--- src/common/status_macros.svh ---
`ifndef STATUS_MACROS_SVH
`define STATUS_MACROS_SVH

// address byte that leads every status packet
`define STATUS_REG_ADDR 8'd7

// width of the parallel status word
`define STATUS_BITS 15

// payload bytes after the address byte
// (15 status bits + 6 seq bits + 3 pad bits = 3 bytes)
`define STATUS_PKT_BYTES 3

// 1 = status comes from another clock domain and gets one register stage
// 0 = status is already in this clock domain
`define STATUS_REGISTER_IN 1

`endif

--- src/common/status_pkg.sv ---
`include "status_macros.svh"

package status_pkg;

    // command mode, taken from wd[7:6]
    typedef enum logic [1:0] {
        MODE_OFF       = 2'd0, // no status packets
        MODE_SINGLE    = 2'd1, // one packet per command write
        MODE_AUTO_KEEP = 2'd2, // packet on each change, seq fixed
        MODE_AUTO_INC  = 2'd3  // packet on each change, seq counts up
    } status_mode_e;

    // parallel status word as carried through the reporter
    typedef logic [`STATUS_BITS-1:0] status_word_t;

endpackage

--- src/design/status_cmd.sv ---
`timescale 1ns/1ns

module status_cmd (
    input  logic                     rst,            // clock
    input  logic                     clk,            // async reset, active high
    input  logic                     we,             // command strobe
    input  logic [7:0]               wd,             // {mode, seq}
    input  logic                     start,          // address byte accepted
    input  logic                     status_changed, // from monitor
    output status_pkg::status_mode_e mode,
    output logic [5:0]               seq,
    output logic                     send_req        // packet wanted
);

    status_pkg::status_mode_e mode_w;   // mode field of the incoming byte
    logic                     cmd_pend; // request from a command write
    logic                     auto_on;  // either automatic mode

    assign mode_w = status_pkg::status_mode_e'(wd[7:6]);

    assign auto_on = (mode == status_pkg::MODE_AUTO_KEEP) ||
                     (mode == status_pkg::MODE_AUTO_INC);

    // one decision for the serializer
    assign send_req = cmd_pend || (auto_on && status_changed);

    always_ff @(posedge rst or posedge clk) begin
        if (clk) begin
            mode <= status_pkg::MODE_OFF;
        end else if (we) begin
            mode <= mode_w;
        end
    end

    // sequence number, reloaded by a write, counts per packet in auto-inc
    always_ff @(posedge rst or posedge clk) begin
        if (clk) begin
            seq <= 6'd0;
        end else if (we) begin
            seq <= wd[5:0];
        end else if ((mode == status_pkg::MODE_AUTO_INC) && start) begin
            seq <= seq + 6'd1; // wraps at 64
        end
    end

    // any write except off asks for one packet right away
    always_ff @(posedge rst or posedge clk) begin
        if (clk) begin
            cmd_pend <= 1'b0;
        end else if (we && (mode_w != status_pkg::MODE_OFF)) begin
            cmd_pend <= 1'b1;
        end else if (start) begin
            cmd_pend <= 1'b0; // served by the packet now starting
        end
    end

endmodule

--- src/design/status_gen.sv ---
`timescale 1ns/1ns

module status_gen (
    input  logic                     rst,    // clock
    input  logic                     clk,    // async active-high reset
    input  logic                     we,     // command strobe
    input  logic [7:0]               wd,     // command byte {mode, seq}
    input  status_pkg::status_word_t status, // parallel status from any clock domain
    output logic [7:0]               ad,     // byte-wide address/data
    output logic                     rq,     // request that is low on the last byte
    input  logic                     start   // address byte accepted
);

    logic [5:0]               seq;            // sequence number for next packet
    logic                     send_req;       // cmd -> serializer
    status_pkg::status_word_t status_cur;     // monitor -> serializer
    logic                     status_changed; // monitor -> cmd

    status_cmd status_cmd_i (
        .rst            (rst),
        .clk            (clk),
        .we             (we),
        .wd             (wd),
        .start          (start),
        .status_changed (status_changed),
        .mode           (),
        .seq            (seq),
        .send_req       (send_req)
    );

    status_monitor status_monitor_i (
        .rst            (rst),
        .clk            (clk),
        .start          (start),
        .status         (status),
        .status_cur     (status_cur),
        .status_changed (status_changed)
    );

    status_serializer status_serializer_i (
        .rst        (rst),
        .clk        (clk),
        .start      (start),
        .send_req   (send_req),
        .seq        (seq),
        .status_cur (status_cur),
        .ad         (ad),
        .rq         (rq)
    );

endmodule

--- src/design/status_monitor.sv ---
`timescale 1ns/1ns

`include "status_macros.svh"

module status_monitor #(
    parameter bit register_in = `STATUS_REGISTER_IN // 1: one sync stage on status
) (
    input  logic                     rst,            // clock
    input  logic                     clk,            // async reset, active high
    input  logic                     start,          // packet starts, freeze status
    input  status_pkg::status_word_t status,         // raw status, maybe foreign domain
    output status_pkg::status_word_t status_cur,     // status in this domain
    output logic                     status_changed  // sticky, differs from last sent
);

    status_pkg::status_word_t status_frozen; // value sent with the last packet

    generate
        if (register_in) begin : g_status_reg
            status_pkg::status_word_t status_q;

            always_ff @(posedge rst or posedge clk) begin
                if (clk) begin
                    status_q <= '0;
                end else begin
                    status_q <= status;
                end
            end

            assign status_cur = status_q; // one cycle late
        end else begin : g_status_direct
            assign status_cur = status;
        end
    endgenerate

    // snapshot of what goes out in the packet
    always_ff @(posedge rst or posedge clk) begin
        if (clk) begin
            status_frozen <= '0;
        end else if (start) begin
            status_frozen <= status_cur;
        end
    end

    // stays set if status goes back to the old value,
    // only a new packet clears it
    always_ff @(posedge rst or posedge clk) begin
        if (clk) begin
            status_changed <= 1'b0;
        end else if (start) begin
            status_changed <= 1'b0;
        end else begin
            status_changed <= status_changed || (status_frozen != status_cur);
        end
    end

endmodule

--- src/design/status_serializer.sv ---
`timescale 1ns/1ns

`include "status_macros.svh"

module status_serializer (
    input  logic                     rst,        // clock
    input  logic                     clk,        // async reset, active high
    input  logic                     start,      // address byte accepted downstream
    input  logic                     send_req,   // packet wanted
    input  logic [5:0]               seq,        // sequence number for byte 0
    input  status_pkg::status_word_t status_cur, // status to send
    output logic [7:0]               ad,         // byte-wide address/data
    output logic                     rq          // low on the last byte
);

    localparam int PKT_BITS = `STATUS_PKT_BYTES * 8;        // payload bits after address
    localparam int PAD_BITS = PKT_BITS - 6 - `STATUS_BITS; // zeros above the status

    logic [`STATUS_PKT_BYTES-1:0] rq_sr;   // request shift register, rq is bit 0
    logic [PKT_BITS-1:0]          data_sr; // byte 0 in the low bits
    logic [PKT_BITS-1:0]          payload; // packet as loaded on start
    logic                         snd_rest; // past the address, bytes still to go

    // byte 0: seq over status[1:0]
    // byte 1: status[9:2]
    // byte 2: pad over status[14:10]
    assign payload = {{PAD_BITS{1'b0}},
                      status_cur[`STATUS_BITS-1:2],
                      seq,
                      status_cur[1:0]};

    assign ad = data_sr[7:0];
    assign rq = rq_sr[0];

    // top bit low means start came, bit 0 high means not the last byte yet
    assign snd_rest = rq_sr[0] && !rq_sr[`STATUS_PKT_BYTES-1];

    // all ones while waiting for start, then drains one bit per byte
    always_ff @(posedge rst or posedge clk) begin
        if (clk) begin
            rq_sr <= '0;
        end else if (send_req && !rq_sr[0]) begin
            rq_sr <= '1; // only when idle, one packet at a time
        end else if (start || !rq_sr[`STATUS_PKT_BYTES-1]) begin
            rq_sr <= rq_sr >> 1;
        end
    end

    // address at rest and while waiting, payload bytes after start
    always_ff @(posedge rst or posedge clk) begin
        if (clk) begin
            data_sr <= {{(PKT_BITS-8){1'b0}}, `STATUS_REG_ADDR};
        end else if (start) begin
            data_sr <= payload; // seq and status as they are now
        end else if (snd_rest) begin
            data_sr <= data_sr >> 8;
        end else begin
            data_sr <= {{(PKT_BITS-8){1'b0}}, `STATUS_REG_ADDR};
        end
    end

endmodule

--- config.mk ---
export PLATFORM = sky130hd
export DESIGN_NAME = status_gen
export DESIGN_NICKNAME = d
export VERILOG_FILES = /design/src/common/status_pkg.sv /design/src/design/status_cmd.sv /design/src/design/status_gen.sv /design/src/design/status_monitor.sv /design/src/design/status_serializer.sv
export VERILOG_INCLUDE_DIRS = /design/src /design/src/common
export SDC_FILE = /design/constraint.sdc
export NUM_CORES = 1
export LEC_CHECK = 0
export BUFFER_PORTS_ARGS = -buffer_cell sky130_fd_sc_hd__buf_2
export CAP_MARGIN = 20
export CELL_PAD_IN_SITES_DETAIL_PLACEMENT = 1
export CELL_PAD_IN_SITES_GLOBAL_PLACEMENT = 1
export CORE_MARGIN = 2
export CORE_UTILIZATION = 35
export DETAILED_ROUTE_END_ITERATION = 7
export GPL_TIMING_DRIVEN = 0
export PLACE_DENSITY_LB_ADDON = 0.3
export REMOVE_ABC_BUFFERS = 1
export SLEW_MARGIN = 10
export SYNTH_ARGS = -nofsm -noshare
export SYNTH_HDL_FRONTEND = slang
export SYNTH_SLANG_ARGS = --single-unit
--- constraint.sdc ---
create_clock -name rst -period 1.66 [get_ports rst]
set_clock_uncertainty 0.05 [all_clocks]
set_input_delay 0.166 -clock rst [delete_from_list [all_inputs] [get_ports rst]]
set_output_delay 0.166 -clock rst [all_outputs]
set_load 0.05 [all_outputs]
==> results of run 1 <==
==> worst max path at each step <==
stage / start / endpoint / slack, ns
floorplan: clk / status_cmd_i.cmd_pend / -0.15
global placement: clk / status_monitor_i.status_cur[11] / -0.92
detailed placement: start / status_cmd_i.seq[5] / -0.17
CTS: start / status_cmd_i.seq[4] / 0.20
global route: start / status_cmd_i.seq[4] / 0.08
finish: start / status_cmd_i.seq[4] / 0.21
==> kinds of logic (layout without fill, tap and decap cells) <==
kind of cell,Yosys count,after routing,share of synthesized area
adders and majority gates,1,1,0.00509
muxes,19,19,0.0860
and+or+nand+nor,36,36,0.0753
AOI/OAI and AO/OA,24,24,0.0646
DFF,64,64,0.653
buffers and inverters,20,76,0.0453
xor gates and xnor gates,20,20,0.0712
==> cell usage in the layout, fill, tap and decap left out <==
| master | n |
|---|---|
| sky130_fd_sc_hd__inv_1 | 4 |
| sky130_fd_sc_hd__a21oi_1 | 4 |
| sky130_fd_sc_hd__or2_2 | 1 |
| sky130_fd_sc_hd__o21ai_1 | 3 |
| sky130_fd_sc_hd__mux2_2 | 17 |
| sky130_fd_sc_hd__nor4_1 | 2 |
| sky130_fd_sc_hd__mux2i_1 | 2 |
| sky130_fd_sc_hd__xnor2_1 | 9 |
| sky130_fd_sc_hd__and3_1 | 2 |
| sky130_fd_sc_hd__dlygate4sd3_1 | 20 |
| sky130_fd_sc_hd__dfrtp_1 | 61 |
| sky130_fd_sc_hd__nor2_1 | 5 |
| sky130_fd_sc_hd__nand2_1 | 11 |
| sky130_fd_sc_hd__xor2_1 | 11 |
| sky130_fd_sc_hd__nand2b_1 | 1 |
| sky130_fd_sc_hd__nand4_1 | 5 |
| sky130_fd_sc_hd__clkbuf_1 | 4 |
| sky130_fd_sc_hd__ha_1 | 1 |
| sky130_fd_sc_hd__and2_1 | 9 |
| sky130_fd_sc_hd__dfstp_2 | 3 |
| sky130_fd_sc_hd__clkbuf_8 | 12 |
| sky130_fd_sc_hd__inv_4 | 1 |
| sky130_fd_sc_hd__a31oi_1 | 1 |
| sky130_fd_sc_hd__buf_2 | 35 |
| sky130_fd_sc_hd__o21ai_0 | 6 |
| sky130_fd_sc_hd__a22o_1 | 10 |
==> per-layer routing <==
layer | up-vias | routed length, um
met1 | 704 | 1960
met2 | 38 | 1960
met4 | 0 | 119
met5 | - | 0
li1 | 713 | -
met3 | 9 | 208
==> registers in the layout, summed over array words and instances, names as in the netlist <==
signal                           cells
status_monitor_i.status_changed      1
status_monitor_i.status_cur         15
status_monitor_i.status_frozen      15
status_serializer_i.rq_sr            3
status_serializer_i.data_sr         21
status_cmd_i.mode                    2
status_cmd_i.cmd_pend                1
status_cmd_i.seq                     6
==> area by class of cell <==
class                           count  area share
Tap cell                           96      0.0394
Timing Repair Buffer               55       0.123
Clock buffer                       16      0.0592
Inverter                            5     0.00698
Sequential cell                    64       0.527
Multi-Input combinational cell    100       0.244
==> worst max-delay path, delay by kind of cell <==
family / cells / cell delay (ns)
and+or+nand+nor: 2 / 0.60
AOI/OAI and AO/OA: 1 / 0.14
buffers and inverters: 1 / 0.58
xor gates and xnor gates: 1 / 0.17
==> per-stage QoR <==
stage                     TNS (ns)  std cells  instance area (um2)  utilization  hold WS, ns
after floorplan              -9.10        169                 2370            -        0.147
after global placement      -57.99        300                 2660        0.392        0.223
after detailed placement     -1.04        300                 2670        0.392        0.225
after CTS                        0        336                 3050        0.448      0.00256
after global routing             0        336                 3050        0.448       0.0123
final                            0        336                 3050        0.448       0.0282
==> Yosys cell counts <==
cell / instances / area [um2]
sky130_fd_sc_hd__dfrtp_1: 61 / 1530
sky130_fd_sc_hd__xnor2_1: 9 / 78.8
sky130_fd_sc_hd__o21ai_1: 3 / 15.0
sky130_fd_sc_hd__inv_1: 5 / 18.8
sky130_fd_sc_hd__a31oi_1: 1 / 6.26
sky130_fd_sc_hd__and3_1: 2 / 12.5
sky130_fd_sc_hd__a21oi_1: 4 / 20.0
sky130_fd_sc_hd__dfstp_2: 3 / 78.8
sky130_fd_sc_hd__nor4_1: 2 / 12.5
sky130_fd_sc_hd__mux2_2: 17 / 191
sky130_fd_sc_hd__a22o_1: 10 / 87.6
sky130_fd_sc_hd__nand2b_1: 1 / 6.26
sky130_fd_sc_hd__or2_2: 1 / 6.26
sky130_fd_sc_hd__o21ai_0: 6 / 30.0
sky130_fd_sc_hd__ha_1: 1 / 12.5
sky130_fd_sc_hd__and2_1: 9 / 56.3
sky130_fd_sc_hd__clkbuf_1: 2 / 7.51
sky130_fd_sc_hd__nand2_1: 11 / 41.3
sky130_fd_sc_hd__xor2_1: 11 / 96.3
sky130_fd_sc_hd__buf_4: 8 / 60.1
sky130_fd_sc_hd__mux2i_1: 2 / 20.0
sky130_fd_sc_hd__nand4_1: 5 / 31.3
sky130_fd_sc_hd__nor2_1: 5 / 18.8
sky130_fd_sc_hd__buf_2: 5 / 25.0
==> power by group <==
group	total, uW	switching, uW	internal (uW)
combinational	617	378	239
clock	1210	545	668
sequential	1860	110	1750
total	3690	1030	2650
==> results_dict.tcl, run 1 <==
set metrics [dict create \
    status "finished clean" \
    globalRouteMet1Util 0.166 \
    grt_util_all_layers 0.135 \
    final-max-slew-violation-count 0 \
    antenna_cells_inserted 0 \
    hold_path.class "in2reg" \
    regToRegEndpoint "status_cmd_i.seq[4]" \
    post-layout-total-power_uw 3690 \
    pd_cells_nw_per_um2 1210 \
    routed_via_density 4.36 \
    clkTransAtPathRegs_ns 0.07 \
    worst_slack_ns 0.209 \
    worst_hold_path.num_cells 2 \
    worst_skew_pair.late_latency_ns 0.33 \
    io-pin-count 36 \
    setup.worst_path.class "in2reg" \
    final_min_period_over_clock_period 0.874 \
    ys_types 24 \
    critical_path.max_fanout 42 \
    total_clock_sinks 64 \
    grt_remaining_overflow 0 \
    finalHoldViolCount 0 \
    synth.yosys.seq_area_share 0.653 \
    whs_endpoint "status_cmd_i.mode[1]" \
    grt_most_used_layer "met2" \
    cts.path.max_buffers 2 \
    global_route.usage.met3 0.0462 \
    port-buffer-count 35 \
    finalSetupViolations 0 \
    timing.fmax_ghz 0.689 \
    areaGrowthSynthToFinish_pct 23.8 \
    grtUsageMet2 0.203 \
    ctsRootBufferMaster "sky130_fd_sc_hd__clkbuf_8" \
    gp_congestion 0.713 \
    num_rows 30 \
    power_leakage_uw 0.00139 \
    ant_nets 0 \
    cts_made_buffers 9 \
    initialDrtViolationCount 74 \
    initial_standard_cell_utilization_of_the_core 0.362 \
    ys_ff_latch 64 \
    die_width_um 87.8 \
    timing.max_cap.violations 0 \
    syn_area_per_cell_um2 13.4 \
    multi_input_area_um2 743 \
    start_kind "input port" \
    reg2reg_slack_ns 0.38 \
    register_area_um2 1610 \
    min-delay-start "wd[7]" \
    timing.critical_path.to_type "register" \
    slew-limit-headroom 0.491 \
    postSynthCellCount 184 \
    worst-r2r-cell-count 4 \
    detail_route.wl_per_cell_um 12.6 \
    postCtsResizedCells 0 \
    core-area_um2 6790 \
    number_of_antenna_violations_at_the_first_check_in_global_routing 0 \
    worst-slew-pin-transition_ns 0.763 \
    final_period_minus_worst_setup_slack_ns 1.45 \
    die_h_um 87.8 \
    clock_tree_from_tritoncts "done" \
    layout.filler_cells 717 \
    cts.htree.levels 3 \
    crit_path_top_delay_cell "sky130_fd_sc_hd__buf_2" \
    layout-drive-gt1-share 0.288 \
    half_perimeter_wire_length_of_the_detailed_placement_result_um 2670 \
    route.vias.total 1464 \
    syn_area_um2 2460 \
    drc_errors 0 \
    warnings_synthesis 0 \
    grt_start_max_net_pins 65 \
    rsz_0062_raised_after_global_routing "no" \
    holdBufCountCts 20 \
    floorplan.die_area_um2 7710 \
    ir_drop_mv 0.448 \
    cp_slowest_stage_delay_ns 0.58 \
    crit_arrival_ns 1.66 \
    preCtsSetupSlack_ns -0.166 \
    first_global_vias 1610 \
    total_wire_length_after_detailed_routing_um 4250 \
    drt_pre_antenna_iters 3 \
    final_nets 263 \
    required_ns 1.87 \
    cell_by_cell_trace_of_the_critical_path "buf_2, and3_1, nand4_1, xor2_1, o21ai_1" \
    global_route_wire_length_before_repair_um 7550 \
    timing.rr.start "status_cmd_i.mode[1]" \
    post-cts-setup-buffer-count 0 \
]
No activity file was read; power rests on OpenSTA's default activity.
==> run 2: changes to the inputs <==
Settings changed: BUFFER_PORTS_ARGS -buffer_cell sky130_fd_sc_hd__buf_2 to not set, DONT_BUFFER_PORTS set to 1.
==> results_dict.tcl, run 2 (same netlist as run 1, synthesis figures left out) <==
set metrics [dict create \
    cp_num_buf_inv 0 \
    post-cts-setup-buffer-count 0 \
    core-area_um2 6790 \
    placement.cell_area_um2 2490 \
    slew-limit-headroom 0.495 \
    cts.htree.levels 3 \
    setup.worst_path.class "reg2reg" \
    timing.max_cap.violations 0 \
    detail_route.wl_per_cell_um 14.5 \
    switching_share 0.267 \
    finalSetupViolations 0 \
    drc_errors 0 \
    path_delay_family "flip-flops" \
    clock_tree_from_tritoncts "done" \
    reg2reg_slack_ns 0.13 \
    mostFrequentLayoutCells "sky130_fd_sc_hd__dfrtp_1 (61), sky130_fd_sc_hd__dlygate4sd3_1 (26), sky130_fd_sc_hd__mux2_2 (17), sky130_fd_sc_hd__nand2_1 (11), sky130_fd_sc_hd__xor2_1 (11)" \
    status "finished clean" \
    final-max-slew-violation-count 0 \
    layout.filler_cells 700 \
    final_period_minus_worst_setup_slack_ns 1.53 \
    first_global_vias 1528 \
    worst-r2r-cell-count 2 \
    finalHoldViolCount 0 \
    final_min_period_over_clock_period 0.924 \
    largest_register "status_serializer_i.data_sr" \
    ctsRootBufferMaster "sky130_fd_sc_hd__clkbuf_8" \
    grt_start_max_net_pins 65 \
    total_clock_sinks 64 \
    clkTransAtPathRegs_ns 0.07 \
    gp_congestion 0.848 \
    total_wire_length_after_detailed_routing_um 4460 \
    fin_area_um2 2990 \
    route.vias.total 1408 \
    die_h_um 87.8 \
    worst_setup_path_endpoint "status_serializer_i.data_sr[10]" \
    antenna_cells_inserted 0 \
    drt_pre_antenna_iters 4 \
    port-buffer-count 0 \
    required_ns 1.88 \
    preCtsSetupSlack_ns 0.144 \
    cts.path.max_buffers 2 \
    initialDrtViolationCount 35 \
    crit_arrival_ns 1.75 \
    layout-drive-gt1-share 0.170 \
    pd_cells_nw_per_um2 1300 \
    routed_via_density 4.57 \
    power_frac_comb 0.104 \
    crit_path_top_delay_cell "sky130_fd_sc_hd__dfrtp_1" \
    initial_standard_cell_utilization_of_the_core 0.362 \
    worst_skew_pair.late_latency_ns 0.33 \
    cell_by_cell_trace_of_the_critical_path "and2_1, a22o_1" \
    clockPowerShare 0.371 \
    io-pin-count 36 \
    half_perimeter_wire_length_of_the_detailed_placement_result_um 2790 \
    worst_slack_ns 0.127 \
    ant_nets 0 \
    p_int_uw 2840 \
    rsz_0062_raised_after_global_routing "no" \
    floorplan.die_area_um2 7710 \
    hold_path.class "in2reg" \
    mostFrequentLayoutCell "sky130_fd_sc_hd__dfrtp_1" \
    global_route_wire_length_before_repair_um 7330 \
    worst-slew-pin-transition_ns 0.758 \
    largest_register_ffs 21 \
    timing.critical_path.to_type "register" \
    start_kind "register" \
    timing.fmax_ghz 0.652 \
    number_of_cells_on_the_critical_path 2 \
    finalHoldWorstSlack_ns 0.0726 \
    areaGrowthSynthToFinish_pct 21.4 \
    cts_made_buffers 9 \
    number_of_antenna_violations_at_the_first_check_in_global_routing 0 \
    num_rows 30 \
    cp_slowest_stage_delay_ns 0.69 \
    regToRegEndpoint "status_serializer_i.data_sr[10]" \
    power_leakage_uw 0.00129 \
    final_nets 235 \
    die_width_um 87.8 \
    switchingPower_uw 1030 \
    grt_remaining_overflow 0 \
    startpoint "status_serializer_i.rq_sr[0]" \
    critical_path.max_fanout 10 \
    pwr-share-seq 0.525 \
    timing.rr.start "status_serializer_i.rq_sr[0]" \
    ir_drop_mv 0.507 \
    grt_util_all_layers 0.131 \
]
run 2: cell types whose count changed in the layout (fill, tap and decap cells not counted), sizes merged:
cell | before | now
bufinv | 0 | 2
clkinvlp | 0 | 1
dlygate4sd3 | 20 | 26
clkbuf | 16 | 13
buf | 35 | 1
run 2: metrics by stage:
| step | TNS (ns) | utilization | total power, uW | cells |
|---|---|---|---|---|
| after global routing | 0 | 0.440 | 4080 | 308 |
| final | 0 | 0.440 | 3870 | 308 |
| after CTS | 0 | 0.440 | 3930 | 308 |
| after floorplan | -9.10 | - | 2290 | 169 |
| after detailed placement | 0 | 0.366 | 2400 | 265 |
| after global placement | -45.85 | 0.366 | 2380 | 265 |
run 2: layout make-up:
type	instances	area (um2)	share of cell area
Sequential cell	64	1610	0.537
Timing Repair Buffer	27	280	0.0938
Clock inverter	3	67.6	0.0226
Clock buffer	13	149	0.0499
Inverter	5	21.3	0.00712
Tap cell	96	120	0.0402
Multi-Input combinational cell	100	743	0.249
run 2: worst min path at each step:
stage          cells past startpoint  slack (ns)                               to  startpoint
2_1_floorplan                      0        0.15   status_monitor_i.status_cur[0]   status[0]
6_report                           2        0.07   status_serializer_i.data_sr[1]       start
4_1_cts                            2        0.06   status_serializer_i.data_sr[1]       start
3_5_place_dp                       0        0.15   status_monitor_i.status_cur[0]   status[0]
5_1_grt                            2        0.06   status_serializer_i.data_sr[1]       start
3_3_place_gp                       0        0.15  status_monitor_i.status_cur[10]  status[10]
run 2: what timing repair did:
item,CTS,global route
resized for setup,0,0
hold buffers,27,0
hold endpoints to repair,123,0
run 2: power by group through the flow:
stage / Combinational, uW / Sequential, uW / Clock (uW)
after floorplan: 266 / 2030 / 0
after global placement: 320 / 2060 / 0
after detailed placement: 337 / 2070 / 0
after CTS: 416 / 2040 / 1480
after global routing: 460 / 2060 / 1560
final: 404 / 2030 / 1440
run 2: metal layers:
layer | track usage | routed length (um) | vias to the layer above
li1 | - | - | 654
met1 | 0.156 | 2020 | 714
met2 | 0.210 | 2140 | 36
met3 | 0.0584 | 260 | 4
met4 | 0.0462 | 36 | 0
met5 | 0 | 0 | -
